--- config.mk ---
export PLATFORM = sky130hd
export DESIGN_NAME = spi_master_top
export DESIGN_NICKNAME = d
export VERILOG_FILES = /design/src/logic/spi_master_pkg.sv /design/src/logic/sync_fifo.sv /design/src/logic/spi_phase_gen.sv /design/src/logic/spi_cmd_capture.sv /design/src/logic/spi_bus_fsm.sv /design/src/logic/spi_rx_capture.sv /design/src/logic/spi_master_top.sv
export SDC_FILE = /design/constraint.sdc
export NUM_CORES = 1
export LEC_CHECK = 0
export ABC_CLOCK_PERIOD_IN_PS = 7400
export BUFFER_PORTS_ARGS = -buffer_cell sky130_fd_sc_hd__buf_4
export CORE_ASPECT_RATIO = 0.5
export CORE_MARGIN = 3
export CORE_UTILIZATION = 38
export CTS_CLUSTER_DIAMETER = 60
export DETAILED_ROUTE_END_ITERATION = 7
export PLACE_DENSITY = 0.55
export RECOVER_POWER = 50
export SLEW_MARGIN = 20
export SYNTH_ARGS = -nofsm -noshare
export SYNTH_HDL_FRONTEND = slang
export SYNTH_SLANG_ARGS = --single-unit
--- constraint.sdc ---
create_clock -name i_ext_spi_clk_x -period 7.4 [get_ports i_ext_spi_clk_x]
set_input_delay 1.85 -clock i_ext_spi_clk_x [delete_from_list [all_inputs] [get_ports i_ext_spi_clk_x]]
set_output_delay 1.85 -clock i_ext_spi_clk_x [all_outputs]
set_load 0.005 [all_outputs]
--- src/logic/spi_master_pkg.sv ---
package spi_master_pkg;

	//////////////////////////////////////////////////////////////////////
	// Clocking and bus timing
	//////////////////////////////////////////////////////////////////////
	localparam int spi_clk_ratio  = 8;                      // System clocks per SPI bit
	localparam int quarter_cycles = spi_clk_ratio / 4;      // Clocks between quarter strobes
	localparam int phase_cnt_w    = $clog2(spi_clk_ratio);  // Phase counter width
	localparam int guard_bits     = 4;                      // Chip-select guard, in bits
	localparam int timer_max      = (256 + 6) * 8;          // Longest state, in bits

	// FIFO geometry with a power-of-two depth
	localparam int fifo_depth  = 16;
	localparam int fifo_addr_w = $clog2(fifo_depth);

	typedef logic [7:0]  byte_t;
	typedef logic [8:0]  len_t;    // Up to 256+6 bytes
	typedef logic [9:0]  wait_t;   // Up to 512 bit periods
	typedef logic [11:0] timer_t;  // Reaches (256+6)*8

	// Bus states in Gray order
	typedef enum logic [2:0] {
		IDLE    = 3'b000,
		START_D = 3'b001,  // csn high guard
		START_S = 3'b011,  // csn low guard
		TX      = 3'b010,
		WAIT    = 3'b110,  // Dummy cycles
		RX      = 3'b111,
		STOP_S  = 3'b101,  // csn low guard
		STOP_D  = 3'b100   // csn high guard
	} spi_state_t;

	// One transaction request
	typedef struct packed {
		len_t  tx_len;
		len_t  rx_len;
		wait_t wait_cyc;
	} spi_cmd_t;

	// Quarter-period strobes and sck level
	typedef struct packed {
		logic quarter;  // Every quarter period
		logic ce0;      // sck rise point
		logic ce2;      // sck fall point and state step
		logic ce3;      // Receive capture point
		logic sck;
	} spi_phase_t;

	typedef struct packed {
		logic sck;
		logic csn;
		logic copi;
	} spi_pins_t;

endpackage

--- src/logic/sync_fifo.sv ---
`timescale 1ns/1ns

module sync_fifo (
	input  logic                  i_ext_spi_clk_x,
	input  logic                  i_srst,
	input  logic                  wr_en_i,
	input  spi_master_pkg::byte_t wr_data_i,
	input  logic                  rd_en_i,
	output spi_master_pkg::byte_t rd_data_o,
	output logic                  full_o,
	output logic                  empty_o
);
	import spi_master_pkg::*;

	byte_t                  mem [fifo_depth];  // Circular buffer
	logic [fifo_addr_w-1:0] wr_ptr_q;
	logic [fifo_addr_w-1:0] rd_ptr_q;
	logic [fifo_addr_w:0]   count_q;           // One extra bit for full
	logic                   do_wr;
	logic                   do_rd;

	assign full_o  = (count_q == (fifo_addr_w + 1)'(fifo_depth));
	assign empty_o = (count_q == '0);

	assign do_wr = wr_en_i && !full_o;  // Drop writes when full
	assign do_rd = rd_en_i && !empty_o; // Drop reads when empty

	// Pointers and fill level
	always_ff @(posedge i_ext_spi_clk_x) begin
		if (i_srst) begin
			wr_ptr_q <= '0;
			rd_ptr_q <= '0;
			count_q  <= '0;
		end else begin
			if (do_wr)
				wr_ptr_q <= wr_ptr_q + 1'b1;  // Wraps at depth
			if (do_rd)
				rd_ptr_q <= rd_ptr_q + 1'b1;

			case ({do_wr, do_rd})
				2'b10:   count_q <= count_q + 1'b1;
				2'b01:   count_q <= count_q - 1'b1;
				default: count_q <= count_q;  // Both or neither
			endcase
		end
	end

	// Storage and registered read port
	always_ff @(posedge i_ext_spi_clk_x) begin
		if (do_wr)
			mem[wr_ptr_q] <= wr_data_i;
		if (do_rd)
			rd_data_o <= mem[rd_ptr_q];  // Holds last byte between reads
	end

endmodule

--- src/logic/spi_phase_gen.sv ---
`timescale 1ns/1ns

module spi_phase_gen (
	input  logic                       i_ext_spi_clk_x,
	input  logic                       i_srst,
	output spi_master_pkg::spi_phase_t phase_o
);
	import spi_master_pkg::*;

	logic [phase_cnt_w-1:0] cnt_q;  // Position within the bit period
	logic                   sck_q;
	logic                   ce0;
	logic                   ce2;

	// Bit period counter
	always_ff @(posedge i_ext_spi_clk_x) begin
		if (i_srst)
			cnt_q <= '0;
		else if (cnt_q == phase_cnt_w'(spi_clk_ratio - 1))
			cnt_q <= '0;
		else
			cnt_q <= cnt_q + 1'b1;
	end

	assign ce0 = (cnt_q == '0);                                // Start of period
	assign ce2 = (cnt_q == phase_cnt_w'(2 * quarter_cycles));  // Half way

	// sck high over the first half of the period
	always_ff @(posedge i_ext_spi_clk_x) begin
		if (i_srst)
			sck_q <= 1'b0;
		else if (ce0)
			sck_q <= 1'b1;
		else if (ce2)
			sck_q <= 1'b0;
	end

	assign phase_o.quarter = ((cnt_q % quarter_cycles) == 0);
	assign phase_o.ce0     = ce0;
	assign phase_o.ce2     = ce2;
	assign phase_o.ce3     = (cnt_q == phase_cnt_w'(3 * quarter_cycles));
	assign phase_o.sck     = sck_q;

endmodule

--- src/logic/spi_cmd_capture.sv ---
`timescale 1ns/1ns

module spi_cmd_capture (
	input  logic                     i_ext_spi_clk_x,
	input  logic                     i_srst,
	input  logic                     go_i,
	input  spi_master_pkg::spi_cmd_t cmd_i,
	output spi_master_pkg::spi_cmd_t cmd_o,
	output logic                     go_hold_o,
	output logic                     waiting_o
);
	import spi_master_pkg::*;

	// One hold state per quarter period
	typedef enum logic [2:0] {
		PULSE_WAIT,
		PULSE_HOLD_0,
		PULSE_HOLD_1,
		PULSE_HOLD_2,
		PULSE_HOLD_3
	} pulse_state_t;

	pulse_state_t           state_q;
	logic [phase_cnt_w-1:0] qcnt_q;    // Clocks within one quarter
	logic                   qtick;     // Last clock of a quarter
	logic                   go_hold_q;
	spi_cmd_t               cmd_q;

	assign qtick = (qcnt_q == phase_cnt_w'(quarter_cycles - 1));

	always_ff @(posedge i_ext_spi_clk_x) begin
		if (i_srst) begin
			state_q   <= PULSE_WAIT;
			qcnt_q    <= '0;
			go_hold_q <= 1'b0;
		end else begin
			case (state_q)
				PULSE_WAIT: begin
					qcnt_q <= '0;
					if (go_i) begin
						state_q   <= PULSE_HOLD_0;  // Start stretching go
						go_hold_q <= 1'b1;
					end
				end
				default: begin
					if (qtick) begin
						qcnt_q <= '0;
						case (state_q)
							PULSE_HOLD_0: state_q <= PULSE_HOLD_1;
							PULSE_HOLD_1: state_q <= PULSE_HOLD_2;
							PULSE_HOLD_2: state_q <= PULSE_HOLD_3;
							default: begin
								state_q   <= PULSE_WAIT;  // Full bit period covered
								go_hold_q <= 1'b0;
							end
						endcase
					end else begin
						qcnt_q <= qcnt_q + 1'b1;
					end
				end
			endcase
		end
	end

	// Command is latched only when accepted
	always_ff @(posedge i_ext_spi_clk_x) begin
		if (state_q == PULSE_WAIT && go_i)
			cmd_q <= cmd_i;
	end

	assign cmd_o     = cmd_q;
	assign go_hold_o = go_hold_q;
	assign waiting_o = (state_q == PULSE_WAIT);

endmodule

--- src/logic/spi_bus_fsm.sv ---
`timescale 1ns/1ns

module spi_bus_fsm (
	input  logic                       i_ext_spi_clk_x,
	input  logic                       i_srst,
	input  spi_master_pkg::spi_phase_t phase_i,
	input  logic                       go_hold_i,
	input  spi_master_pkg::spi_cmd_t   cmd_i,
	input  spi_master_pkg::byte_t      tx_byte_i,
	input  logic                       tx_empty_i,
	output logic                       tx_rd_o,
	output spi_master_pkg::spi_state_t state_o,
	output spi_master_pkg::timer_t     timer_o,
	output logic                       fsm_idle_o,
	output spi_master_pkg::spi_pins_t  pins_o
);
	import spi_master_pkg::*;

	spi_state_t state_q;
	spi_state_t state_nx;
	timer_t     timer_q;      // Bits spent in current state
	timer_t     guard_last;
	timer_t     tx_bits;
	timer_t     tx_last;
	timer_t     wait_last;
	timer_t     rx_last;
	spi_pins_t  pins_q;
	logic       sck_run;      // States that clock the bus
	logic       tx_bit;

	//////////////////////////////////////////////////////////////////////
	// Bit counts taken from the held command
	//////////////////////////////////////////////////////////////////////
	assign guard_last = timer_t'(guard_bits - 1);
	assign tx_bits    = {cmd_i.tx_len, 3'b000};            // Eight bits per byte
	assign tx_last    = tx_bits - 1'b1;
	assign wait_last  = timer_t'(cmd_i.wait_cyc) - 1'b1;
	assign rx_last    = {cmd_i.rx_len, 3'b000} - 1'b1;

	// Next state is taken only on the fall strobe
	always_comb begin
		state_nx = state_q;
		case (state_q)
			IDLE:
				if (go_hold_i)
					state_nx = START_D;
			START_D:
				if (timer_q == guard_last)
					state_nx = START_S;
			START_S:
				if (timer_q == guard_last)
					state_nx = TX;
			TX: begin
				if (timer_q == tx_last) begin
					if (cmd_i.rx_len == '0)
						state_nx = STOP_S;  // Write only
					else if (cmd_i.wait_cyc != '0)
						state_nx = WAIT;
					else
						state_nx = RX;      // No dummy cycles
				end
			end
			WAIT:
				if (timer_q == wait_last)
					state_nx = RX;
			RX:
				if (timer_q == rx_last)
					state_nx = STOP_S;
			STOP_S:
				if (timer_q == guard_last)
					state_nx = STOP_D;
			STOP_D:
				if (timer_q == guard_last)
					state_nx = IDLE;
			default:
				state_nx = IDLE;
		endcase
	end

	// State and bit timer step at sck fall
	always_ff @(posedge i_ext_spi_clk_x) begin
		if (i_srst) begin
			state_q <= IDLE;
			timer_q <= '0;
		end else if (phase_i.ce2) begin
			state_q <= state_nx;
			if (state_nx != state_q)
				timer_q <= '0;               // Restart on every change
			else if (timer_q < timer_t'(timer_max))
				timer_q <= timer_q + 1'b1;   // Saturates
		end
	end

	//////////////////////////////////////////////////////////////////////
	// Transmit FIFO reads
	//////////////////////////////////////////////////////////////////////
	always_comb begin
		tx_rd_o = 1'b0;
		if (!tx_empty_i) begin
			if (state_q == START_S && timer_q == guard_last)
				tx_rd_o = phase_i.ce3;       // First byte before TX
			else if (state_q == TX && timer_q[2:0] == 3'd7 && timer_q != tx_last)
				tx_rd_o = phase_i.ce2;       // Next byte after bit seven
		end
	end

	//////////////////////////////////////////////////////////////////////
	// Registered bus pins
	//////////////////////////////////////////////////////////////////////
	assign sck_run = (state_q inside {TX, WAIT, RX});
	assign tx_bit  = (state_q == TX && timer_q < tx_bits) ?
		tx_byte_i[3'd7 - timer_q[2:0]] : 1'b0;  // MSB first

	always_ff @(posedge i_ext_spi_clk_x) begin
		if (i_srst) begin
			pins_q.sck  <= 1'b0;   // Mode 0 idle level
			pins_q.csn  <= 1'b1;
			pins_q.copi <= 1'b0;
		end else begin
			pins_q.sck  <= phase_i.sck && sck_run;
			pins_q.csn  <= (state_q inside {IDLE, START_D, STOP_D});
			pins_q.copi <= tx_bit;
		end
	end

	assign pins_o     = pins_q;
	assign state_o    = state_q;
	assign timer_o    = timer_q;
	assign fsm_idle_o = (state_q == IDLE);

endmodule

--- src/logic/spi_rx_capture.sv ---
`timescale 1ns/1ns

module spi_rx_capture (
	input  logic                       i_ext_spi_clk_x,
	input  logic                       i_srst,
	input  spi_master_pkg::spi_phase_t phase_i,
	input  spi_master_pkg::spi_state_t state_i,
	input  spi_master_pkg::timer_t     timer_i,
	input  spi_master_pkg::len_t       rx_len_i,
	input  logic                       cipo_i,
	input  logic                       rx_full_i,
	output logic                       wr_en_o,
	output spi_master_pkg::byte_t      wr_data_o
);
	import spi_master_pkg::*;

	spi_state_t state_d1_q;
	spi_state_t state_d2_q;
	spi_state_t state_d3_q;  // Matches sck rise seen back at cipo
	timer_t     timer_d1_q;
	timer_t     timer_d2_q;
	timer_t     timer_d3_q;
	timer_t     rx_bits;
	logic       cipo_meta_q;
	logic       cipo_sync_q;
	logic       sample;
	byte_t      shift_q;
	logic       wr_en_q;

	assign rx_bits = {rx_len_i, 3'b000};
	assign sample  = phase_i.ce3 && (state_d3_q == RX);

	// Three quarter-period delay of state and timer
	always_ff @(posedge i_ext_spi_clk_x) begin
		if (i_srst) begin
			state_d1_q <= IDLE;
			state_d2_q <= IDLE;
			state_d3_q <= IDLE;
			timer_d1_q <= '0;
			timer_d2_q <= '0;
			timer_d3_q <= '0;
		end else if (phase_i.quarter) begin
			state_d1_q <= state_i;
			state_d2_q <= state_d1_q;
			state_d3_q <= state_d2_q;
			timer_d1_q <= timer_i;
			timer_d2_q <= timer_d1_q;
			timer_d3_q <= timer_d2_q;
		end
	end

	// Two-flop cipo synchronizer
	always_ff @(posedge i_ext_spi_clk_x) begin
		cipo_meta_q <= cipo_i;
		cipo_sync_q <= cipo_meta_q;
	end

	// Shift in MSB first
	always_ff @(posedge i_ext_spi_clk_x) begin
		if (sample)
			shift_q <= (timer_d3_q < rx_bits) ? {shift_q[6:0], cipo_sync_q} : '0;
	end

	// One write per eighth bit unless the FIFO is full
	always_ff @(posedge i_ext_spi_clk_x) begin
		if (i_srst)
			wr_en_q <= 1'b0;
		else
			wr_en_q <= sample && (timer_d3_q[2:0] == 3'd7) && !rx_full_i;
	end

	assign wr_en_o   = wr_en_q;
	assign wr_data_o = shift_q;

endmodule

--- src/logic/spi_master_top.sv ---
`timescale 1ns/1ns

module spi_master_top (
	input  logic                      i_ext_spi_clk_x,
	input  logic                      i_srst,
	input  spi_master_pkg::spi_cmd_t  cmd_i,
	input  logic                      go_i,
	input  spi_master_pkg::byte_t     tx_data_i,
	input  logic                      tx_enqueue_i,
	output logic                      tx_ready_o,
	input  logic                      rx_dequeue_i,
	output spi_master_pkg::byte_t     rx_data_o,
	output logic                      rx_valid_o,
	output logic                      rx_avail_o,
	output logic                      idle_o,
	output spi_master_pkg::spi_pins_t pins_o,
	input  logic                      cipo_i
);
	import spi_master_pkg::*;

	spi_phase_t phase;
	spi_cmd_t   cmd;        // Held copy of the request
	logic       go_hold;
	logic       waiting;
	logic       fsm_idle;
	spi_state_t state;
	timer_t     timer;
	byte_t      tx_byte;
	logic       tx_rd;
	logic       tx_empty;
	logic       tx_full;
	logic       rx_wr;
	byte_t      rx_wr_data;
	logic       rx_full;
	logic       rx_empty;
	logic       rx_rd;
	logic       rx_valid_q;

	//////////////////////////////////////////////////////////////////////
	// System side
	//////////////////////////////////////////////////////////////////////
	assign idle_o     = waiting && fsm_idle;  // Idle only once go is fully absorbed
	assign tx_ready_o = !tx_full;
	assign rx_avail_o = !rx_empty;
	assign rx_rd      = rx_dequeue_i && !rx_empty;
	assign rx_valid_o = rx_valid_q;

	// Read data lands one cycle after the dequeue
	always_ff @(posedge i_ext_spi_clk_x) begin
		if (i_srst)
			rx_valid_q <= 1'b0;
		else
			rx_valid_q <= rx_rd;
	end

	spi_phase_gen u_phase (
		.i_ext_spi_clk_x, .i_srst, .phase_o(phase)
	);

	spi_cmd_capture u_cmd (
		.i_ext_spi_clk_x, .i_srst, .go_i, .cmd_i,
		.cmd_o(cmd), .go_hold_o(go_hold), .waiting_o(waiting)
	);

	spi_bus_fsm u_fsm (
		.i_ext_spi_clk_x, .i_srst, .phase_i(phase), .go_hold_i(go_hold), .cmd_i(cmd),
		.tx_byte_i(tx_byte), .tx_empty_i(tx_empty), .tx_rd_o(tx_rd),
		.state_o(state), .timer_o(timer), .fsm_idle_o(fsm_idle), .pins_o
	);

	spi_rx_capture u_rx (
		.i_ext_spi_clk_x, .i_srst, .phase_i(phase), .state_i(state), .timer_i(timer),
		.rx_len_i(cmd.rx_len), .cipo_i, .rx_full_i(rx_full),
		.wr_en_o(rx_wr), .wr_data_o(rx_wr_data)
	);

	sync_fifo u_fifo_tx (
		.i_ext_spi_clk_x, .i_srst, .wr_en_i(tx_enqueue_i), .wr_data_i(tx_data_i),
		.rd_en_i(tx_rd), .rd_data_o(tx_byte), .full_o(tx_full), .empty_o(tx_empty)
	);

	sync_fifo u_fifo_rx (
		.i_ext_spi_clk_x, .i_srst, .wr_en_i(rx_wr), .wr_data_i(rx_wr_data),
		.rd_en_i(rx_rd), .rd_data_o(rx_data_o), .full_o(rx_full), .empty_o(rx_empty)
	);

endmodule

==> metrics, run 1 <==
asr flop ratio synth=0; critical path endpoint category=flop; fmax=about 220 MHz; postcts setup bufs=0; cts bufs inserted=40; Worst Setup EP=u_fifo_tx.count_q[4]; DRT antenna net count=0; GRT Resource Usage Total=0.149; Comb pwr share=0.046; crit path DAT=5100 ps; leakage=6.65 nW; Worst path slowest cell=nor2_1; vias in the first global route=between 10000 and 15000; unrepaired setup endpoints after global routing=false; WL/cell=around 19 microns; worst-margin pin slew=between 1000 and 1500 ps; outcome=finished clean; Sw Ratio=0.219; CTS Buffer Depth=3; syn nets=about 1400; global-route wire length before repair=a little under 60000 microns; Core ar.=~46000 sq um; CTS tree=yes; minimum clock period=4640 ps; height of the die=159 microns; Tot Pwr=between 4 and 5 mW; clock sinks=between 400 and 500; worst-path fanout max=11; share of the synthesized area in the top cell type=0.517; Seq pwr share=0.537; sw power=~1.0 mW; Int Power=between 3 and 4 mW; CP max stage delay=680 ps; router iterations before antenna repair=5; worst-case vdd ir drop=roughly 180 uV; reg-to-reg endpoint=u_fifo_tx.count_q[4]; Initial Util=0.390; power density cells=237 nW/um^2; area grow syn2layout=11.8%; Setup Crit Path Kind=flop to flop; DRC violations left=0; die area=49900 sq um; FF-to-FF Start=u_cmd.cmd_o[19]; Mean Syn Cell Area=14.2 sq um; fin. max-slew vios=0; R2R cell count=18; final-report hold violation count=0; CP Data Required Time=7860 ps; pre-CTS setup slack=2740 ps; layout cells sized above 1=0.153; relative slew slack=0.290; Worst R2R Setup Slack=2760 ps; routability cong.=0.812; fin crit share=0.627; Setup violations, final=0; Setup Skew=28.0 ps; Main synth FF type=edfxtp_1; Worst Setup SP=u_cmd.cmd_o[19]; DP HPWL=~24000 microns; power share of the clock group=0.417; sequential-to-total area share from yosys stat=0.633; Post-synth EDFFs=slightly above 300; setup TNS=0 ps; post-cts hold buffer count=0; IO Port Bufs=56; Worst setup SP type=flop; mapped cell area=17900 sq um; io pins=57; vias=approximately 10000; # rows=55; synth warn=0; ANT cells=0; crit-path cells=inv_1 > ha_1 > nor3b_2 > o21ai_0 > a31oi_1 > o21ai_0 > nand4_2 > a21oi_1 > nor2_1 > ha_1 > inv_1 > fa_1 > inv_1 > a21o_1 > a21oi_1 > xnor2_1 > or3_1 > a21oi_1; synth top area cells=edfxtp_1 52%, dfxtp_1 12%, mux4_2 7.3%; hold path cells=0; largest net degree at the start of global routing=79; Yosys cell types=80; Clk pin slew, worst setup/hold paths=60 ps; Filler cells=4147; Cells after Synth=roughly 1300; setup ws final=2760 ps; total gr overflow=0; Synth area leader=edfxtp_1; Yosys reg bits=~400; max_cap viols=0; number of nets in the layout=~1400; Worst-Skew Late Latency=between 500 and 600 ps; WL final=approximately 37000 microns; hold crit path type=flop to flop; vias per cell=between 5 and 6; initial antenna violation count=0; drt initial violations=between 700 and 800; clock root cell=clkbuf_16; total number of H-tree levels=2; Chip Width=between 300 and 400 microns; post_cts resized=0
## worst max-delay path: cells and delay by family, from the launching register on
family	cells	cell delay (ps)
buf+inv	3	300
xor+xnor	1	130
simple gates	4	1580
fa+ha+maj	3	1020
flops	1	500
compound gates	7	1030
## area by class of cell
class,instances,area [sq um],area share
Timing Repair Buffer,70,462,0.0231
Clock buffer,47,1030,0.0513
Inverter,53,199,0.00994
Clock inverter,26,235,0.0118
Sequential cell,412,11300,0.567
Tap cell,627,785,0.0392
Multi-Input combinational cell,725,5960,0.298
## Yosys cell counts (all sizes together), types with 9 or more instances
cell and number:
a211oi 14, a21o 10, a21oi 44, a22oi 9, and2 9, buf 29, clkbuf 42, dfxtp 104
edfxtp 308, ha 47, inv 53, mux2i 76, mux4 58, nand2 53, nand2b 16, nand3 10
nand4 14, nor2 132, nor3 23, nor4 11, o21ai 37, o31ai 10, xnor2 31, xor2 23
## worst min-delay path by stage
stage	to	from
finish	u_rx.cipo_sync_q	u_rx.cipo_meta_q
CTS	u_rx.cipo_sync_q	u_rx.cipo_meta_q
floorplan	u_rx.cipo_sync_q	u_rx.cipo_meta_q
global route	u_rx.cipo_sync_q	u_rx.cipo_meta_q
detailed placement	u_rx.cipo_sync_q	u_rx.cipo_meta_q
global placement	u_rx.cipo_sync_q	u_rx.cipo_meta_q
## logic make-up (layout without fill, tap and decap cells)
kind of cell / count (synthesis) / after routing / share of synthesized area
mux: 140 / 140 / 0.119
buf+inv: 124 / 196 / 0.0338
compound gates: 168 / 168 / 0.0630
fa+ha+maj: 49 / 49 / 0.0351
simple gates: 313 / 313 / 0.0874
xor+xnor: 55 / 55 / 0.0281
flops: 412 / 412 / 0.633
## through the flow
stage	std cells	utilization	cell area, sq um	hold WS (ps)
3_3_place_gp	1887	0.410	18800	338
2_1_floorplan	1261	-	17900	310
6_report	1960	0.437	20000	339
5_1_grt	1960	0.437	20000	353
4_1_cts	1960	0.438	20100	350
3_5_place_dp	1887	0.410	18800	341
## sequential cells by signal, summed over array words and instances, names as in the netlist, 5 cells and up
register             flops
u_fifo_tx.mem          128
u_fsm.timer_o           12
u_rx.timer_d1_q         12
u_rx.timer_d3_q         12
u_fifo_rx.rd_data_o      8
u_cmd.cmd_o             28
u_fifo_rx.mem          128
u_rx.wr_data_o           8
u_fifo_tx.rd_data_o      8
u_rx.timer_d2_q         12
u_fifo_rx.count_q        5
u_fifo_tx.count_q        5
## per-layer routing
layer  wire length (microns)  share of wire  global-route usage  vias to the layer above
li1                        -              -                   -                     4822
met1                   16500           0.44               0.199                     5071
met2                   18200           0.49               0.255                      198
met3                    1750          0.047              0.0280                       50
met4                     619          0.017              0.0327                        0
met5                       0              0                   0                        -
## layout by cell type (no fill, tap or decap), types with 7 or more instances in the layout
master       n
xor2_1      23
dfxtp_1    100
clkinv_1     9
a211oi_1    13
nor2b_1      7
clkbuf_1    24
nor3b_1      7
xnor2_1     30
a21oi_1     42
o21ai_0     34
a221oi_1     8
ha_1        47
buf_4       27
nand2b_1    16
a22oi_1      9
nand4_1     13
clkbuf_16   40
nand3_1     10
nor3_1      23
mux4_2      58
inv_1       53
mux2i_1     76
nor4_1       7
nand2_1     53
or3_1        7
nor2_1     132
o31ai_1     10
clkbuf_4    26
edfxtp_1   308
a21o_1      10
## power by group through the flow
stage	clock [mW]	sequential [mW]	combinational, mW
finish	1.98	2.55	0.216
floorplan	0	2.58	0.159
detailed placement	0	2.60	0.220
CTS	2.04	2.55	0.221
global placement	0	2.60	0.212
global route	2.15	2.56	0.242
(Power assumes the default switching activity.)
==> inputs of run 2 (changes only) <==
ABC_AREA = 1   (was not set)
ABC_CLOCK_PERIOD_IN_PS = 4200   (was 7400)
PLACE_DENSITY = 0.57   (was 0.55)
clock period = 4.2 ns   (was 7.4 ns; I/O delays follow)
==> run 2 against run 1 <==
  * The run now ends with capacitance limit, slew limit left
  * Routed wire length up 13%
  * Via count up 21%
  * Register-to-register slack worse by 2200 ps
  * Flip-flop and latch count unchanged
  * Sequential power up 85%
  * Worst setup slack worse by 2200 ps
  * Critical path type unchanged
==> metrics, run 2 <==
asr flop ratio synth=0; pre-CTS setup slack=between 500 and 600 ps; outcome=complete, but fails checks; fin. max-slew vios=29; synth top area cells=edfxtp_1 52%, dfxtp_1 12%, nor2_1 6.0%; Setup Skew=approximately 23 ps; Mean Syn Cell Area=between 10 and 15 sq um; final-report hold violation count=0; worst-path fanout max=11; uppermost layer routed=met4; router iterations before antenna repair=6; GRT Resource Usage Total=0.168; dominant cell by count in the synthesized netlist=edfxtp_1; post-cts hold buffer count=0; DRC violations left=0; Post-synth EDFFs=~310; syn nets=about 1800; Sw Ratio=0.279; DRT antenna net count=0; Post-synth top cells=308 x edfxtp_1, 288 x nor2_1, 237 x nand2_1, 196 x o21ai_0, 131 x inv_1; power share of the clock group=0.366; sequential-to-total area share from yosys stat=0.634; drt initial violations=between 1000 and 1500; synth warn=0; design area=20200 sq um; WL final=between 40000 and 50000 microns; setup TNS=0 ps; failing checks=capacitance limit, slew limit; IO Port Bufs=between 50 and 60; mapped cell area=between 15000 and 20000 sq um; fin crit share=0.858; Core ar.=~46000 sq um; post_cts resized=0; Cells after Synth=1724; postcts setup bufs=0; sw power=2.77 mW; Chip Width=313 microns; Worst setup SP type=flop; Crit path top cell by count=nand2_1; Worst path slowest cell=edfxtp_1; CTS tree=yes; Crit path max-delay family=simple AND/OR/NAND/NOR gates; Initial Util=0.390; most frequent cells in the layout=308 x edfxtp_1, 288 x nor2_1, 237 x nand2_1; CTS Buffer Depth=3; max_cap viols=1; die area=between 40000 and 50000 sq um; layout cells sized above 1=0.0873; CP Data Required Time=between 4000 and 5000 ps; share of the synthesized area in the top cell type=0.518; total gr overflow=0; leakage=around 7.6 nW; crit-path cells=inv_1 > ha_1 > nand2_2 > nor2_1 > nand3_1 > nand2_1 > nand2_1 > nor2_2 > nand2_1 > nand4_1 > nand2_1 > nand2_1 > inv_1 > buf_4 > ha_1 > ha_1 > nand2_1 > nand2_1 > a31oi_1 > inv_1 > o21ai_0 > a21oi_1 > o21ai_0 > a21oi_1; total number of H-tree levels=2; WL/cell=between 15 and 20 microns; clock sinks=roughly 400; commonest non-fill, non-tap cell in the layout=edfxtp_1; relative slew slack=-0.119; io pins=57; power density cells=492 nW/um^2; routability cong.=~0.85; Yosys reg bits=between 400 and 500; WP buf/inv=4; global-route wire length before repair=between 60000 and 70000 microns; Core Util, Final=0.440; critical path endpoint category=flop; Clk pin slew, worst setup/hold paths=60 ps; worst-margin pin slew=around 1700 ps; WL met1=19700 microns; cts bufs inserted=40; largest net degree at the start of global routing=67; vias=between 10000 and 15000; unrepaired setup endpoints after global routing=false; Synth area leader=edfxtp_1; area grow syn2layout=13.0%; DP HPWL=~27000 microns; Main synth FF type=edfxtp_1; Yosys cell types=48; routed wl met3=approximately 1800 microns; Filler cells=roughly 4400; Setup violations, final=0; setup ws final=~600 ps; number of nets in the layout=about 1900; fmax=~280 MHz; Comb pwr share=0.160; Worst-Skew Late Latency=540 ps; Seq pwr share=0.474; height of the die=~160 microns; Setup Crit Path Kind=flop to flop; initial antenna violation count=0; ANT cells=0; minimum clock period=about 3600 ps; Int Power=7.17 mW; crit path DAT=around 4000 ps; # rows=55; worst-case vdd ir drop=between 200 and 250 uV; clock root cell=clkbuf_16; vias in the first global route=roughly 12000; Tot Pwr=9.94 mW; hold crit path type=flop to flop; placed inst area=between 15000 and 20000 sq um; CP max stage delay=about 390 ps; met2 wire len=19900 microns; vias per cell=roughly 5
## run 2: changes by cell type after synthesis, moves of 61 or more
cell and change:
nor2_1 +156, inv_1 +78, nand3_1 +61, mux2i_1 -76
o21ai_0 +162, nand2_1 +184
## run 2: layout make-up
cell class | count | area (sq um) | area share
clock inverters | 20 | 153 | 0.00756
multi-input cells | 1101 | 5720 | 0.283
clock buffers | 53 | 1180 | 0.0583
well taps | 627 | 785 | 0.0389
repair buffers | 71 | 488 | 0.0242
inverters | 142 | 533 | 0.0264
flip-flops and latches | 412 | 11300 | 0.561
## run 2: path summary, 6_finish.rpt
| path | start | endpoint | slack (ps) | cells past startpoint |
|---|---|---|---|---|
| worst min register to register | u_rx.cipo_meta_q | u_rx.cipo_sync_q | 330 | 0 |
| worst max-delay path | u_cmd.cmd_o[19] | u_fifo_tx.count_q[4] | 600 | 24 |
| worst max register to register | u_cmd.cmd_o[19] | u_fifo_tx.count_q[4] | 600 | 24 |
| worst min-delay path | u_rx.cipo_meta_q | u_rx.cipo_sync_q | 330 | 0 |
## run 2: power by group through the flow
stage               Sequential (mW)  Clock [mW]  Combinational [mW]
CTS                            4.71        3.73                1.61
detailed placement             4.80           0                1.60
finish                         4.72        3.64                1.59
global placement               4.80           0                1.59
floorplan                      4.78           0                1.07
global route                   4.74        3.93                1.82
## run 2: per-layer routing
metal / track usage / vias to the layer above
met5: 0 / -
met4: 0.0344 / 0
met3: 0.0287 / 53
met2: 0.276 / 227
met1: 0.236 / 5863
li1: - / 6115
## run 2: per-stage QoR
stage,cells,hold slack [ps]
after floorplan,1724,310
after global placement,2353,314
after detailed placement,2353,314
after CTS,2426,329
after global routing,2426,344
final,2426,326
## run 2: kinds of logic (layout without fill, tap and decap cells)
kind of cell    after synthesis  in the layout  synth area share
compound gates              369            369             0.117
simple gates                660            660             0.155
fa+ha+maj                    49             49            0.0352
flops                       412            412             0.634
buf+inv                     211            286            0.0457
xor+xnor                     23             23            0.0125
